**src/design/fetch_pkg.sv**
```systemverilog
package fetch_pkg;

    // fetch start address after reset
    localparam logic [31:0] pc_reset = 32'h1c00_0000;

    // andi r0, r0, 0
    localparam logic [31:0] inst_nop = 32'h0340_0000;

    // fetch queue between the stage register and decode
    localparam int queue_depth = 4;
    localparam int queue_ptr_w = (queue_depth > 1) ? $clog2(queue_depth) : 1;

endpackage

```
**src/design/serial_pkg.sv**
```systemverilog
package serial_pkg;

    // ibar hint matched on register view bits 31..15
    localparam logic [16:0] ibar_op = 17'h070e5;
    // csrrd, csrwr and csrxchg matched on csr view bits 31..24
    localparam logic [7:0]  csr_op  = 8'h04;
    // tlbsrch, tlbrd, tlbwr and tlbfill share this prefix
    localparam logic [16:0] tlb_op  = 17'h00c90;

    // kind of serializing instruction
    localparam logic [1:0] ser_none = 2'd0;
    localparam logic [1:0] ser_ibar = 2'd1;
    localparam logic [1:0] ser_csr  = 2'd2;
    localparam logic [1:0] ser_tlb  = 2'd3;

    // serializing fsm states
    localparam logic [1:0] st_idle      = 2'd0;
    localparam logic [1:0] st_wait_ex   = 2'd1;
    localparam logic [1:0] st_wait_done = 2'd2;

    // one instruction word seen as csr access or as three-register format
    typedef union packed {
        struct packed {
            logic [7:0]  opcode;
            logic [13:0] csr_num;
            logic [4:0]  rj;
            logic [4:0]  rd;
        } csr;
        struct packed {
            logic [16:0] opcode;
            logic [4:0]  rk;
            logic [4:0]  rj;
            logic [4:0]  rd;
        } rv;
    } inst_word_u;

endpackage

```
**src/design/if_predecode.sv**
```systemverilog
`timescale 1ns/100ps

module if_predecode (
    input  logic [31:0]            in_pc,
    input  serial_pkg::inst_word_u in_inst0,
    input  serial_pkg::inst_word_u in_inst1,
    output logic [1:0]             ser_kind,
    output logic                   ser_slot1
);
    import serial_pkg::*;

    logic [1:0] kind0;
    logic [1:0] kind1;

    // ibar wins over csr, csr over tlb
    function automatic logic [1:0] classify(input inst_word_u w);
        if (w.rv.opcode == ibar_op) begin
            return ser_ibar;
        end else if (w.csr.opcode == csr_op) begin
            return ser_csr;
        end else if (w.rv.opcode == tlb_op) begin
            return ser_tlb;
        end
        return ser_none;
    endfunction

    always_comb begin
        // packet starting at the upper word has no valid slot 0
        if (in_pc[2]) begin
            kind0 = ser_none;
        end else begin
            kind0 = classify(in_inst0);
        end
        kind1 = classify(in_inst1);
    end

    // first serializing slot in program order
    always_comb begin
        if (kind0 != ser_none) begin
            ser_kind  = kind0;
            ser_slot1 = 1'b0;
        end else begin
            ser_kind  = kind1;
            ser_slot1 = (kind1 != ser_none);
        end
    end

endmodule

```
**src/design/if1_stage_reg.sv**
```systemverilog
`timescale 1ns/100ps

module if1_stage_reg (
    input  logic        clk,
    input  logic        rstn,
    input  logic        flush,
    input  logic        in_valid,
    output logic        in_allowin,
    input  logic [31:0] in_pc,
    input  logic [31:0] in_pc_next,
    input  logic [31:0] in_inst0,
    input  logic [31:0] in_inst1,
    input  logic [1:0]  ser_kind,
    input  logic        ser_slot1,
    output logic        stg_valid,
    input  logic        stg_allowin,
    output logic [31:0] stg_pc,
    output logic [31:0] stg_pc_next,
    output logic [31:0] stg_inst0,
    output logic [31:0] stg_inst1,
    input  logic        ex_commit,
    input  logic        icache_idle,
    input  logic        dcache_idle,
    input  logic        csr_done,
    input  logic        tlb_done,
    output logic        redirect_valid,
    output logic [31:0] redirect_pc
);
    import fetch_pkg::*;
    import serial_pkg::*;

    logic [1:0]  state;
    logic [1:0]  state_nxt;
    logic [1:0]  wait_kind;
    logic        done_event;
    logic        in_fire;
    logic        is_serial;
    logic        stg_load;
    logic        hold_wr;
    logic        hold_valid;
    logic [31:0] hold_pc;
    logic [31:0] hold_pc_next;
    logic [31:0] hold_inst0;
    logic [31:0] hold_inst1;
    logic [31:0] cap_inst0;
    logic [31:0] cap_inst1;

    assign is_serial  = (ser_kind != ser_none);
    assign in_allowin = !flush && !hold_valid && (state == st_idle);
    assign in_fire    = in_valid && in_allowin;

    // a stalled stage register pushes the new packet into the hold buffer
    assign stg_load = in_fire && (!stg_valid || stg_allowin);
    assign hold_wr  = in_fire && stg_valid && !stg_allowin;

    // slot masking applied once at capture
    assign cap_inst0 = in_pc[2] ? inst_nop : in_inst0;
    assign cap_inst1 = (is_serial && !ser_slot1) ? inst_nop : in_inst1;

    always_ff @(posedge clk or negedge rstn) begin
        if (!rstn) begin
            stg_valid  <= 1'b0;
            hold_valid <= 1'b0;
        end else if (flush) begin
            stg_valid  <= 1'b0;
            hold_valid <= 1'b0;
        end else begin
            stg_valid  <= stg_load || hold_valid || (stg_valid && !stg_allowin);
            hold_valid <= hold_wr || (hold_valid && !stg_allowin);
        end
    end

    always_ff @(posedge clk) begin
        if (hold_valid && stg_allowin) begin
            stg_pc      <= hold_pc;
            stg_pc_next <= hold_pc_next;
            stg_inst0   <= hold_inst0;
            stg_inst1   <= hold_inst1;
        end else if (stg_load) begin
            stg_pc      <= in_pc;
            stg_pc_next <= in_pc_next;
            stg_inst0   <= cap_inst0;
            stg_inst1   <= cap_inst1;
        end
    end

    always_ff @(posedge clk) begin
        if (hold_wr) begin
            hold_pc      <= in_pc;
            hold_pc_next <= in_pc_next;
            hold_inst0   <= cap_inst0;
            hold_inst1   <= cap_inst1;
        end
    end

    // completion event depends on what kind of instruction we wait for
    always_comb begin
        case (wait_kind)
            ser_ibar: done_event = icache_idle && dcache_idle;
            ser_csr:  done_event = csr_done;
            ser_tlb:  done_event = tlb_done;
            default:  done_event = 1'b1;
        endcase
    end

    always_comb begin
        state_nxt = state;
        case (state)
            st_idle: begin
                if (in_fire && is_serial) begin
                    state_nxt = st_wait_ex;
                end
            end
            st_wait_ex: begin
                if (ex_commit) begin
                    state_nxt = st_wait_done;
                end
            end
            st_wait_done: begin
                if (done_event) begin
                    state_nxt = st_idle;
                end
            end
            default: state_nxt = st_idle;
        endcase
    end

    always_ff @(posedge clk or negedge rstn) begin
        if (!rstn) begin
            state       <= st_idle;
            wait_kind   <= ser_none;
            redirect_pc <= pc_reset;
        end else if (flush) begin
            state     <= st_idle;
            wait_kind <= ser_none;
        end else begin
            state <= state_nxt;
            if (in_fire && is_serial) begin
                wait_kind   <= ser_kind;
                redirect_pc <= in_pc + (ser_slot1 ? 32'd8 : 32'd4);
            end
        end
    end

    assign redirect_valid = (state != st_idle);

    // input closes on the cycle right after a serializing packet
    a_no_accept_after_serial: assert property (@(posedge clk) disable iff (!rstn || flush)
        in_fire && is_serial |=> (state == st_wait_ex) && !in_fire);

    a_redirect_pc_stable: assert property (@(posedge clk) disable iff (!rstn)
        redirect_valid ##1 redirect_valid |-> $stable(redirect_pc));

    // held packet sits behind a valid stage register
    a_hold_not_full: assert property (@(posedge clk) disable iff (!rstn || flush)
        hold_wr |-> !hold_valid ##1 (hold_valid && stg_valid));

endmodule

```
**src/design/inst_queue.sv**
```systemverilog
`timescale 1ns/100ps

module inst_queue (
    input  logic        clk,
    input  logic        rstn,
    input  logic        flush,
    input  logic        stg_valid,
    output logic        stg_allowin,
    input  logic [31:0] stg_pc,
    input  logic [31:0] stg_pc_next,
    input  logic [31:0] stg_inst0,
    input  logic [31:0] stg_inst1,
    output logic        out_valid,
    input  logic        out_allowin,
    output logic [31:0] out_pc,
    output logic [31:0] out_pc_next,
    output logic [31:0] out_inst0,
    output logic [31:0] out_inst1
);
    import fetch_pkg::*;

    logic [31:0]            q_pc      [queue_depth];
    logic [31:0]            q_pc_next [queue_depth];
    logic [31:0]            q_inst0   [queue_depth];
    logic [31:0]            q_inst1   [queue_depth];
    logic [queue_ptr_w-1:0] wr_ptr;
    logic [queue_ptr_w-1:0] rd_ptr;
    logic [queue_ptr_w:0]   count;
    logic                   wr_en;
    logic                   rd_en;

    // advance a pointer and wrap after the last entry
    function automatic logic [queue_ptr_w-1:0] ptr_inc(input logic [queue_ptr_w-1:0] p);
        if (p == queue_ptr_w'(queue_depth - 1)) begin
            return '0;
        end
        return p + 1'b1;
    endfunction

    assign stg_allowin = (count != (queue_ptr_w + 1)'(queue_depth));
    assign out_valid   = (count != '0);
    assign wr_en       = stg_valid && stg_allowin;
    assign rd_en       = out_valid && out_allowin;

    always_ff @(posedge clk or negedge rstn) begin
        if (!rstn) begin
            wr_ptr <= '0;
            rd_ptr <= '0;
            count  <= '0;
        end else if (flush) begin
            wr_ptr <= '0;
            rd_ptr <= '0;
            count  <= '0;
        end else begin
            if (wr_en) begin
                wr_ptr <= ptr_inc(wr_ptr);
            end
            if (rd_en) begin
                rd_ptr <= ptr_inc(rd_ptr);
            end
            // simultaneous push and pop leaves count alone
            if (wr_en && !rd_en) begin
                count <= count + 1'b1;
            end else if (rd_en && !wr_en) begin
                count <= count - 1'b1;
            end
        end
    end

    always_ff @(posedge clk) begin
        if (wr_en) begin
            q_pc[wr_ptr]      <= stg_pc;
            q_pc_next[wr_ptr] <= stg_pc_next;
            q_inst0[wr_ptr]   <= stg_inst0;
            q_inst1[wr_ptr]   <= stg_inst1;
        end
    end

    // head entry straight from storage
    assign out_pc      = q_pc[rd_ptr];
    assign out_pc_next = q_pc_next[rd_ptr];
    assign out_inst0   = q_inst0[rd_ptr];
    assign out_inst1   = q_inst1[rd_ptr];

    a_count_bound: assert property (@(posedge clk) disable iff (!rstn)
        count <= (queue_ptr_w + 1)'(queue_depth));

endmodule

```
**src/design/fetch_frontend.sv**
```systemverilog
`timescale 1ns/100ps

module fetch_frontend (
    input  logic        clk,
    input  logic        rstn,
    input  logic        flush,
    input  logic        in_valid,
    output logic        in_allowin,
    input  logic [31:0] in_pc,
    input  logic [31:0] in_pc_next,
    input  logic [31:0] in_inst0,
    input  logic [31:0] in_inst1,
    output logic        out_valid,
    input  logic        out_allowin,
    output logic [31:0] out_pc,
    output logic [31:0] out_pc_next,
    output logic [31:0] out_inst0,
    output logic [31:0] out_inst1,
    input  logic        ex_commit,
    input  logic        icache_idle,
    input  logic        dcache_idle,
    input  logic        csr_done,
    input  logic        tlb_done,
    output logic        redirect_valid,
    output logic [31:0] redirect_pc
);

    logic [1:0]  ser_kind;
    logic        ser_slot1;
    logic        stg_valid;
    logic        stg_allowin;
    logic [31:0] stg_pc;
    logic [31:0] stg_pc_next;
    logic [31:0] stg_inst0;
    logic [31:0] stg_inst1;

    if_predecode i_if_predecode (
        .in_pc     (in_pc),
        .in_inst0  (in_inst0),
        .in_inst1  (in_inst1),
        .ser_kind  (ser_kind),
        .ser_slot1 (ser_slot1)
    );

    if1_stage_reg i_if1_stage_reg (
        .clk            (clk),
        .rstn           (rstn),
        .flush          (flush),
        .in_valid       (in_valid),
        .in_allowin     (in_allowin),
        .in_pc          (in_pc),
        .in_pc_next     (in_pc_next),
        .in_inst0       (in_inst0),
        .in_inst1       (in_inst1),
        .ser_kind       (ser_kind),
        .ser_slot1      (ser_slot1),
        .stg_valid      (stg_valid),
        .stg_allowin    (stg_allowin),
        .stg_pc         (stg_pc),
        .stg_pc_next    (stg_pc_next),
        .stg_inst0      (stg_inst0),
        .stg_inst1      (stg_inst1),
        .ex_commit      (ex_commit),
        .icache_idle    (icache_idle),
        .dcache_idle    (dcache_idle),
        .csr_done       (csr_done),
        .tlb_done       (tlb_done),
        .redirect_valid (redirect_valid),
        .redirect_pc    (redirect_pc)
    );

    inst_queue i_inst_queue (
        .clk         (clk),
        .rstn        (rstn),
        .flush       (flush),
        .stg_valid   (stg_valid),
        .stg_allowin (stg_allowin),
        .stg_pc      (stg_pc),
        .stg_pc_next (stg_pc_next),
        .stg_inst0   (stg_inst0),
        .stg_inst1   (stg_inst1),
        .out_valid   (out_valid),
        .out_allowin (out_allowin),
        .out_pc      (out_pc),
        .out_pc_next (out_pc_next),
        .out_inst0   (out_inst0),
        .out_inst1   (out_inst1)
    );

endmodule

```
**config.mk**
```make
export PLATFORM = sky130hd
export DESIGN_NAME = fetch_frontend
export DESIGN_NICKNAME = d
export VERILOG_FILES = /design/src/design/fetch_pkg.sv /design/src/design/serial_pkg.sv /design/src/design/if_predecode.sv /design/src/design/if1_stage_reg.sv /design/src/design/inst_queue.sv /design/src/design/fetch_frontend.sv
export SDC_FILE = /design/constraint.sdc
export NUM_CORES = 1
export LEC_CHECK = 0
export BUFFER_PORTS_ARGS = -buffer_cell sky130_fd_sc_hd__buf_2
export CORE_MARGIN = 1.5
export CORE_UTILIZATION = 55
export CTS_CLUSTER_DIAMETER = 60
export DETAILED_ROUTE_END_ITERATION = 8
export MAX_ROUTING_LAYER = met4
export PLACE_DENSITY = 0.75
export SLEW_MARGIN = 20
export SYNTH_ARGS = -nofsm -noshare
export SYNTH_HDL_FRONTEND = slang
export SYNTH_SLANG_ARGS = --single-unit
export TNS_END_PERCENT = 1
```
**constraint.sdc**
```tcl
create_clock -name clk -period 13.2 [get_ports clk]
set_input_delay 1.98 -clock clk [delete_from_list [all_inputs] [get_ports clk]]
set_output_delay 1.98 -clock clk [all_outputs]
set_load 0.05 [all_outputs]
```
-- Word-level counts from Yosys, hierarchy flattened
Memory sizes are Yosys's and may differ from the RTL's.
Cells that the tools add are included.
- memory bits (read-only): 0
- input bits: 138
- memories kept: 4
- flip-flop bits (word level): 301
- bits in latches: 0
- memory bits (writable): 512
- memories (memory ; depth ; bits a word ; rd ports ; clocked after memory_dff ; wr ports ; RTL line ; RTL):
    i_inst_queue.q_inst0 ; 4 ; 32 ; 1 ; 0 ; 1 ; inst_queue.sv:24 ; logic [31:0] q_inst0 [queue_depth];
    i_inst_queue.q_inst1 ; 4 ; 32 ; 1 ; 0 ; 1 ; inst_queue.sv:25 ; logic [31:0] q_inst1 [queue_depth];
    i_inst_queue.q_pc ; 4 ; 32 ; 1 ; 0 ; 1 ; inst_queue.sv:22 ; logic [31:0] q_pc [queue_depth];
    i_inst_queue.q_pc_next ; 4 ; 32 ; 1 ; 0 ; 1 ; inst_queue.sv:23 ; logic [31:0] q_pc_next [queue_depth];
- multiplexer cells: 58
- shift-type cells: 0
- multipliers: 0
- equal/unequal tests: 17
- divide/modulo/power cells: 0
- reductions and logical operators: 40
- bitwise operators: 1
- add/subtract/negate cells: 5
- magnitude comparators: 0
- operators with widths (kind ; count):
    32-bit two-way mux ; 10
    2-bit two-way mux ; 24
    17-bit by 12-bit equality test with 1-bit output (second input constant) ; 2
    17-bit by 15-bit equality test with 1-bit output (second input constant) ; 2
    32-bit adder ; 1
    1-bit two-way mux ; 18
    8-bit by 3-bit equality test with 1-bit output (second input constant) ; 2
    1-bit logical AND ; 16
    2-bit nonzero test ; 8
    2-bit equality test (second input constant) ; 5
    3-bit two-way mux ; 3
    3-bit inequality test (second input constant) ; 3
    1-bit logical NOT ; 7
    2-bit case mux with 3 select lines ; 1
    3-bit nonzero test ; 2
    2-bit by 1-bit adder with 2-bit output (second input constant) ; 2
    2-bit by 1-bit equality test with 1-bit output (second input constant) ; 2
    1-bit logical OR ; 4
    4-bit two-way mux ; 1
    3-bit by 1-bit adder with 3-bit output (second input constant) ; 1
    3-bit by 2-bit inequality test with 1-bit output (second input constant) ; 1
    1-bit case mux with 3 select lines ; 1
    3-bit AND reduction ; 1
    3-bit by 1-bit subtractor with 3-bit output (second input constant) ; 1
    other kinds (3) ; 3

-- Logic depth before layout (Yosys ltp)
Gate-level depths: netlist (run 1).
- depth after elaboration: 14
- gate-level depth with buffers: 13
- mapped depth without buffers: 12

-- Cells and area by module
From an unflattened synthesis (run 1), not the netlist that was laid out.
- cells, all modules: 1652
- area, all modules: 31032.3 um2
- modules (own cells, without submodules) (module ; cells each ; area each (um2) ; instances):
    inst_queue ; 730 ; 19027.0 ; 1
    if1_stage_reg ; 888 ; 11756.3 ; 1
    if_predecode ; 34 ; 249.0 ; 1

-- Worst setup path before layout (run 1)
OpenSTA, ideal clock, no wires.
- kind: input-to-reg
- start: in flush
- end: reg i_if1_stage_reg.stg_inst0[0] (enable)
- setup slack: 2.821 ns
- data required time: 12.541 ns
- stages on the path: 3
- data arrival time: 9.720 ns
- path buffers: 0
- path through: nor3_1 -> a21oi_1 -> o22ai_1
- cells in the longest elaborated chain, start to end: 6
- RTL lines (element ; RTL line ; RTL):
    start: declaration ; fetch_frontend.sv:6 ; input logic flush,
    1-bit logical NOT ; if1_stage_reg.sv:49 ; assign in_allowin = !flush && !hold_valid && (state == st_idle);
    1-bit logical AND (2 in series) ; if1_stage_reg.sv:49 ;
    1-bit logical AND ; if1_stage_reg.sv:50 ; assign in_fire = in_valid && in_allowin;
    1-bit logical AND ; if1_stage_reg.sv:53 ; assign stg_load = in_fire && (!stg_valid || stg_allowin);
    2-bit nonzero test (no source line) ; -- ;
    end signal: assignment ; if1_stage_reg.sv:77 ; stg_inst0 <= hold_inst0;
    end signal: assignment ; if1_stage_reg.sv:82 ; stg_inst0 <= cap_inst0;
    end: declaration ; if1_stage_reg.sv:19 ; output logic [31:0] stg_inst0,
Every way passes these cells.
A chain may end at the register's enable or synchronous reset.

-- Worst setup path in the final report (run 1)
- start: reg i_inst_queue.rd_ptr[0]
- end: out out_inst1[28]
- cells in the longest elaborated chain, start to end: 1
- RTL lines (element ; RTL line ; RTL):
    start: declaration ; inst_queue.sv:27 ; logic [queue_ptr_w-1:0] rd_ptr;
    start signal: assignment ; inst_queue.sv:59 ; rd_ptr <= ptr_inc(rd_ptr);
    memory read 4 x 32 bit ; -- ;
    end: declaration ; fetch_frontend.sv:18 ; output logic [31:0] out_inst1,
Every way passes these cells.

==> results of run 1 <==
-- area by class of cell --
type,count,area [µm²]
multi-input combinational,685,6466
sequential,813,24200
clock inverter,37,389.1
timing repair buffer,322,1674
inverter,14,52.55
antenna,8,20.02
fill,3676,19410
tap,748,935.9
clock buffer,105,2263
-- kinds of logic (layout without fill, tap and decap cells) --
logic type                 after synthesis  after routing  share of synthesized area [%]
DFF                                    813            813                          78.04
and+or+nand+nor                        393            393                          6.179
buffers and inverters                   81            478                          1.292
other                                    0              8                              0
muxes                                  196            196                          11.76
xor gates and xnor gates                28             28                         0.7911
adders and majority gates                7              7                         0.3310
AOI/OAI and AO/OA                       61             61                          1.610
-- worst max path at each step --
| stage | start | end | slack, ns |
|---|---|---|---|
| global placement | in_inst0[16] | i_if1_stage_reg.redirect_pc[31]$_DFFE_PN0P_ | 7.64 |
| CTS | i_inst_queue.rd_ptr[0]$_DFFE_PN0P_ | out_inst1[28] | 7.64 |
| finish | i_inst_queue.rd_ptr[0]$_DFFE_PN0P_ | out_inst1[28] | 8.07 |
| global route | i_inst_queue.rd_ptr[0]$_DFFE_PN0P_ | out_inst1[29] | 7.81 |
| detailed placement | in_inst0[16] | i_if1_stage_reg.redirect_pc[31]$_DFFE_PN0P_ | 7.51 |
| floorplan | flush | i_if1_stage_reg.stg_inst0[0]$_DFFE_PP_ | 2.82 |
-- state kept, by name (all words and copies together) (netlist names), 128 cells and up --
| register | count |
|---|---|
| i_inst_queue.q_inst1 | 128 |
| i_inst_queue.q_pc | 128 |
| i_inst_queue.q_inst0 | 128 |
| i_inst_queue.q_pc_next | 128 |
-- layer usage --
metal / wire (µm) / up-vias / track usage, %
met4: 1754 / 0 / 8.653
met3: 3875 / 105 / 4.225
met2: 32000 / 465 / 36.77
li1: - / 6838 / -
met1: 25900 / 8052 / 30.38
met5: 0 / - / -
-- synth_stat cells (all sizes together), types with 3 or more instances --
cell / number / area share [%]
xnor2: 13 / 0.37
and3: 10 / 0.21
or2: 6 / 0.12
or3: 4 / 0.081
nand2: 207 / 2.5
edfxtp: 768 / 74
nand4: 10 / 0.27
nor2b: 31 / 0.63
nand3: 9 / 0.15
a21oi: 30 / 0.73
nand2b: 8 / 0.19
nor4b: 4 / 0.11
ha: 5 / 0.20
nand3b: 3 / 0.073
and2: 37 / 0.75
dfstp: 3 / 0.25
mux4: 128 / 9.3
xor2: 15 / 0.42
clkbuf: 36 / 0.44
nor4: 3 / 0.061
a31oi: 7 / 0.34
mux2: 66 / 2.4
inv: 14 / 0.17
nor3: 5 / 0.15
nor2: 46 / 0.58
o21ai: 9 / 0.15
dfrtp: 42 / 3.4
buf: 31 / 0.69
-- through the flow --
stage          cell area, µm²  cells  power, mW  util (%)
4_1_cts                 35970   2724      6.711     64.92
2_1_floorplan           31000   1579      4.109         -
3_5_place_dp            33320   2582      4.435     60.13
6_report                36000   2732      6.642     64.96
5_1_grt                 36000   2730      6.869     64.96
3_3_place_gp            33320   2582      4.417     60.13
-- worst reg2reg max path, cell delays in order (launching register included) --
cell and delay [ns]:
dfrtp_1 0.41, or2_1 0.26, nor3_1 0.27, nand2_1 0.37, o22ai_4 0.25, buf_4 0.76
buf_4 1.05
-- power by group through the flow --
stage	sequential (mW)	combinational, mW	clock, mW
global placement	3.11	1.31	0
global route	3.08	1.36	2.42
CTS	3.07	1.32	2.32
finish	3.07	1.30	2.28
floorplan	3.11	1.00	0
detailed placement	3.12	1.31	0
-- cell usage in the layout, fill, tap and decap left out, types with 4 or more instances in the layout --
master,Yosys,layout
buf_4,0,20
dfrtp_1,42,40
or3_1,4,4
clkbuf_8,0,4
a21oi_1,10,10
xor2_1,15,15
a21oi_2,20,20
nand2_1,206,206
bufinv_16,0,8
xnor2_1,13,13
and3_1,9,9
clkinv_1,0,13
clkinv_2,0,10
inv_1,14,14
and2_1,37,33
nand3_1,9,9
nor4b_1,4,4
ha_1,5,5
nand2b_1,7,6
clkbuf_1,36,15
nor2b_1,31,30
o21ai_0,9,9
clkbuf_16,0,86
and2_4,0,4
a31oi_2,5,5
or2_2,4,4
nor2_1,45,44
mux2_2,66,66
buf_2,18,300
mux4_2,128,128
edfxtp_1,768,768
nand4_1,8,8
diode_2,0,8
==> reports/results.txt, run 1 <==
Yosys Warn Count: 0
hold endpoint: i_inst_queue.q_inst0[3][1]$_DFFE_PP_
Async S/R FF share, synth: 5.535%
Core Area: 55420 µm²
P_leak: 12.48 nW
die height: 240.4 µm
Crit path largest cell delay: 0.94 ns
dpl ws: 7.508 ns
register area share after synthesis: 78.04%
CP Capture Type: output port
drt total wl: 63.52 mm
pin count of the biggest net entering global routing: 68
Register-to-Register Path Depth: 6
Int Power: 4.736 mW
DRC violation count after routing: 0
sequential share of power: 46.2%
initial antenna violation count: 6
ratio of final minimum period to clock period: 38.85%
Post-CTS Setup Repair Bufs: 0
final net count: 2061
final worst setup slack: 8.071 ns
pwr/cell area: 184.5 nW/µm²
post_cts resized: 0
Starting Density: 55.94%
status: completed
setup TNS: 0 ns
Least-Margin Pin Slew: 1.110 ns
DRT Pass-1 Iters: 5
RSZ-0062 raised after global routing: false
Bufs and invs on worst path: 2
reg2reg setup slack: 9.37 ns
port bufs: 300
TritonCTS clock tree: yes
clk_skew: 0.01521 ns
vias in the first global route: 15906
distinct cell type count after synthesis: 64
total congestion overflow: 0
hold buffer count at CTS: 0
Crit-path slowest cell: dfrtp_4
post-synthesis cell area: 31000 µm²
switching share of power: 28.70%
vias: 15460
startpoint of the worst hold path: i_if1_stage_reg.stg_inst0[1]$_DFFE_PP_
Slew Viols, Final: 0
Clock power frac: 34.3%
clock root buffer: clkbuf_16
routability congestion estimate from global placement: 0.8045
Worst R2R Start: i_if1_stage_reg.state[1]$_DFFE_PN0P_
Final setup viols: 0
max-cap violations: 0
die width: 240.4 µm
share of cells above drive strength 1: 34.72%
gate count of the mapped netlist: 1579
Critical Path Start Type: flop
Ports: 301
Num CTS Buffers: 80
average wire per cell in the routed design: 23.25 µm
WS Path Type: reg -> out
Rel. slew slack: 25.98%
Comb pwr share: 19.6%
Syn Nets: 1724
post-DP HPWL: 36.77 mm
average cell area after synthesis: 19.63 µm²
Hold Slack: 0.4866 ns
clk buf depth: 3
die footprint: 57800 µm²
#FFs+latches synth: 813
Clk Latency, worst-skew pair: 0.61 ns
1st-iter DRT viols: 1269
R2R Path End: i_if1_stage_reg.stg_pc_next[16]$_DFFE_PP_
Antenna Nets Post-Route: 0
Critical Path RT: 11.22 ns
sw power: 1.906 mW
CP cell instances: buf_6 -> mux4_2 -> buf_2
VDD IR max: 145.8 µV
num rows: 86
vias per cell: 5.659
critical path depth: 3
hold crit path type: reg -> reg
first-pass GRT wire length: 95.71 mm
Crit path max-delay family: flip-flops
Max FO, Critical Path: 47
final hold violation count: 0
Reg clk slew, reported paths: 0.06 ns
Max Fclk: 0.1950 GHz
Syn-to-layout area delta: 16.13%
Tmin final: 5.129 ns
EDFF count, synth: 768
GRT Total Usage: 23.21%
clk sinks: 813
Worst Path Arrival: 3.15 ns
Hold Path Stages: 0
H-Tree Depth: 3
Post-synth top flop: edfxtp_1
(Power assumes the default switching activity.)
==> run 2: changes to the inputs <==
--- a/config.mk
+++ b/config.mk
@@ -5,6 +5,7 @@
 export SDC_FILE = /design/constraint.sdc
 export NUM_CORES = 1
 export LEC_CHECK = 0
+export ABC_AREA = 1
 export BUFFER_PORTS_ARGS = -buffer_cell sky130_fd_sc_hd__buf_2
 export CORE_MARGIN = 1.5
 export CORE_UTILIZATION = 55
==> constraint.sdc (replaced) <==
create_clock -name clk -period 5 [get_ports clk]
set_input_delay 0.75 -clock clk [delete_from_list [all_inputs] [get_ports clk]]
set_output_delay 0.75 -clock clk [all_outputs]
set_load 0.05 [all_outputs]
==> run 2 against run 1 <==
  * Synthesized area increased by 2.4%
  * Wire length increased by 18%
  * Non-clock buffer count increased by 5
  * Hold slack got worse by 0.25 ns
  * Via count increased by 28%
  * Global-route usage increased by 2.9 points
  * Largest cell class unchanged
==> reports/results.txt, run 2 <==
status: completed
Critical Path Start Type: flop
Clock power frac: 34.5% (+0.2 points)
Core Area: 56710 µm² (+2.3%)
gate count of the mapped netlist: 2318 (+47%)
pwr/cell area: 463.6 nW/µm² (+150%)
Filler cells: 4070 (+11%)
Register-to-Register Path Depth: 6 (unchanged)
Post-synth top cells: 768 x edfxtp_1, 406 x nor2_1, 264 x o21ai_0
CP Capture Type: output port
final worst setup slack: 0.9430 ns (-7.128 ns)
share of cells above drive strength 1: 21.34% (-13 points)
Yosys Warn Count: 0 (unchanged)
Critical Path RT: 4.25 ns (-6.97 ns)
#FFs+latches synth: 813 (unchanged)
Starting Density: 55.99% (about the same)
Post-synth top flop: edfxtp_1
post-DP HPWL: 44.03 mm (+20%)
sequential share of power: 45.8% (-0.4 points)
EDFF count, synth: 768 (unchanged)
Synth area leaders: edfxtp_1 73%, nor2_1 4.8%, o21ai_0 4.2%, dfrtp_1 3.3%, mux2_2 3.3%
distinct cell type count after synthesis: 39 (-39%)
VDD IR max: 344.2 µV (+140%)
Least-Margin Pin Slew: 1.108 ns (-0.002828 ns)
port bufs: 300 (unchanged)
switching share of power: 30.82% (+2.1 points)
drt total wl: 74.84 mm (+18%)
most numerous cell in the Yosys netlist: edfxtp_1
Final Total Pwr: 16.98 mW (+160%)
most frequent cells in the layout: 768 x edfxtp_1, 402 x nor2_1, 300 x buf_2
sw power: 5.232 mW (+170%)
GRT Total Usage: 26.12% (+2.9 points)
Reg clk slew, reported paths: 0.06 ns (about the same)
Antenna Nets Post-Route: 0 (unchanged)
Num CTS Buffers: 80 (unchanged)
Async S/R FF share, synth: 5.535% (unchanged)
P_leak: 13.35 nW (+6.9%)
Max FO, Critical Path: 59 (+26%)
hold buffer count at CTS: 0 (unchanged)
register area share after synthesis: 76.19% (-1.8 points)
pin count of the biggest net entering global routing: 162 (+140%)
Int Power: 11.74 mW (+150%)
Comb pwr share: 19.7% (about the same)
die height: 243.3 µm (+1.2%)
post_cts resized: 0 (unchanged)
vias in the first global route: 19773 (+24%)
CP cell instances: inv_4 -> buf_4 -> o21ai_0 -> o22ai_1 -> buf_2
Crit-path slowest cell: dfrtp_4
post-synthesis cell area: 31750 µm² (+2.4%)
Post-CTS Setup Repair Bufs: 0 (unchanged)
cell taking the most area after synthesis: edfxtp_1
initial antenna violation count: 3 (-3)
H-Tree Depth: 3 (unchanged)
TritonCTS clock tree: yes
average wire per cell in the routed design: 21.81 µm (-6.2%)
Clk Latency, worst-skew pair: 0.61 ns (about the same)
Syn Nets: 2463 (+43%)
most common cell after layout, fill and taps aside: edfxtp_1
vias per cell: 5.753 (+1.7%)
vias: 19740 (+28%)
share of Yosys cell area claimed by the top area cell type: 72.63% (-1.8 points)
WS Path Type: reg -> out
clk buf depth: 3 (unchanged)
clk_skew: 0.01650 ns (+0.001297 ns)
Crit path max-delay family: buffers and inverters
Tmin final: 4.057 ns
die width: 243.3 µm (+1.2%)
clock root buffer: clkbuf_16
max-cap violations: 0 (unchanged)
dpl ws: 0.9968 ns (-6.512 ns)
hold crit path type: in -> async
final hold violation count: 0 (unchanged)
Crit path largest cell delay: 0.75 ns (-0.19 ns)
die footprint: 59180 µm² (+2.4%)
1st-iter DRT viols: 1619 (+28%)
critical path depth: 5 (+2)
Syn-to-layout area delta: 15.32%
Worst Path Arrival: 3.31 ns (+0.16 ns)
Rel. slew slack: 26.17% (+0.19 points)
Bufs and invs on worst path: 3 (+1)
first-pass GRT wire length: 114.2 mm (+19%)
DRT Pass-1 Iters: 7 (+2)
average cell area after synthesis: 13.70 µm² (-30%)
DRC violation count after routing: 0 (unchanged)
Final setup viols: 0 (unchanged)
Ports: 301 (unchanged)
RSZ-0062 raised after global routing: false
num rows: 87 (+1.2%)
ratio of final minimum period to clock period: 81.14%
total congestion overflow: 0 (unchanged)
routability congestion estimate from global placement: 0.9118 (+13%)
post-route design area: 36620 µm² (+1.7%)
clk sinks: 813 (unchanged)
final net count: 2754 (+34%)
placed cell areas: 34060 µm² (+2.2%)
Max Fclk: 0.2465 GHz
Slew Viols, Final: 0 (unchanged)
-- run 2: cell count changes after synthesis, sizes merged, moves of 26 or more --
| cell | previous run | this run |
|---|---|---|
| nand2 | 207 | 170 |
| nor2 | 46 | 412 |
| o22ai | 1 | 129 |
| mux4 | 128 | 0 |
| inv | 14 | 139 |
| nor2b | 31 | 0 |
| o21ai | 9 | 281 |
| mux2 | 66 | 92 |
| and2 | 37 | 0 |
| nand3 | 9 | 47 |
| clkbuf | 36 | 79 |
-- run 2: final cells by class --
| cell class | instances | area (µm²) | area share [%] |
|---|---|---|---|
| sequential | 813 | 24200 | 66.09 |
| multi-input combinational | 1247 | 6570 | 17.94 |
| clock buffer | 98 | 2133 | 5.826 |
| timing repair buffer | 327 | 1804 | 4.928 |
| tap | 756 | 945.9 | 2.583 |
| inverter | 140 | 538.0 | 1.469 |
| clock inverter | 46 | 414.1 | 1.131 |
| antenna | 4 | 10.01 | 0.02734 |
-- run 2: path summary, 6_finish.rpt --
path	startpoint	to	slack, ns
max	i_inst_queue.rd_ptr[1]$_DFFE_PN0P_	out_inst1[16]	0.94
min	rstn	i_if1_stage_reg.redirect_pc[25]$_DFFE_PN0P_	0.24
max reg2reg	i_inst_queue.count[2]$_DFFE_PN0P_	i_inst_queue.q_pc_next[3][13]$_DFFE_PP_	2.26
min reg2reg	i_if1_stage_reg.redirect_pc[28]$_DFFE_PN1P_	i_if1_stage_reg.redirect_pc[28]$_DFFE_PN1P_	0.47
max in group asynchronous	rstn	i_inst_queue.rd_ptr[1]$_DFFE_PN0P_	4.27
min in group clk	in_pc_next[4]	i_if1_stage_reg.hold_pc_next[4]$_DFFE_PP_	0.32
-- run 2: layer usage --
metal,vias to the layer above,global-route usage [%],part of all wire [%]
li1,8980,-,-
met1,9889,34.38,41
met2,746,42.50,50
met3,125,3.448,6.7
met4,0,8.550,2.7
met5,-,-,0
-- run 2: cells by family (layout without fill, tap and decap cells) --
| group | count (synthesis) | after routing | synth area share (%) |
|---|---|---|---|
| adders and majority gates | 7 | 7 | 0.3231 |
| other | 0 | 4 | 0 |
| AOI/OAI and AO/OA | 454 | 454 | 7.727 |
| DFF | 813 | 813 | 76.19 |
| buffers and inverters | 258 | 611 | 3.349 |
| and+or+nand+nor | 679 | 679 | 8.732 |
| xor gates and xnor gates | 15 | 15 | 0.4138 |
| muxes | 92 | 92 | 3.263 |
-- run 2: stage by stage --
step	util, %	hold slack [ns]	setup TNS [ns]	instances
4_1_cts	64.54	0.2401	0	3427
3_3_place_gp	60.05	0.4612	0	3283
3_5_place_dp	60.05	0.4686	0	3283
6_report	64.56	0.2393	0	3431
5_1_grt	64.55	0.2888	0	3429
2_1_floorplan	-	0.4544	-995.32	2318
-- run 2: power groups by stage --
stage / logic (mW) / clock network, mW / registers, mW
2_1_floorplan: 2.33 / 0 / 7.94
3_3_place_gp: 3.28 / 0 / 7.91
3_5_place_dp: 3.34 / 0 / 7.92
4_1_cts: 3.36 / 5.94 / 7.78
5_1_grt: 3.53 / 6.21 / 7.80
6_report: 3.34 / 5.85 / 7.78
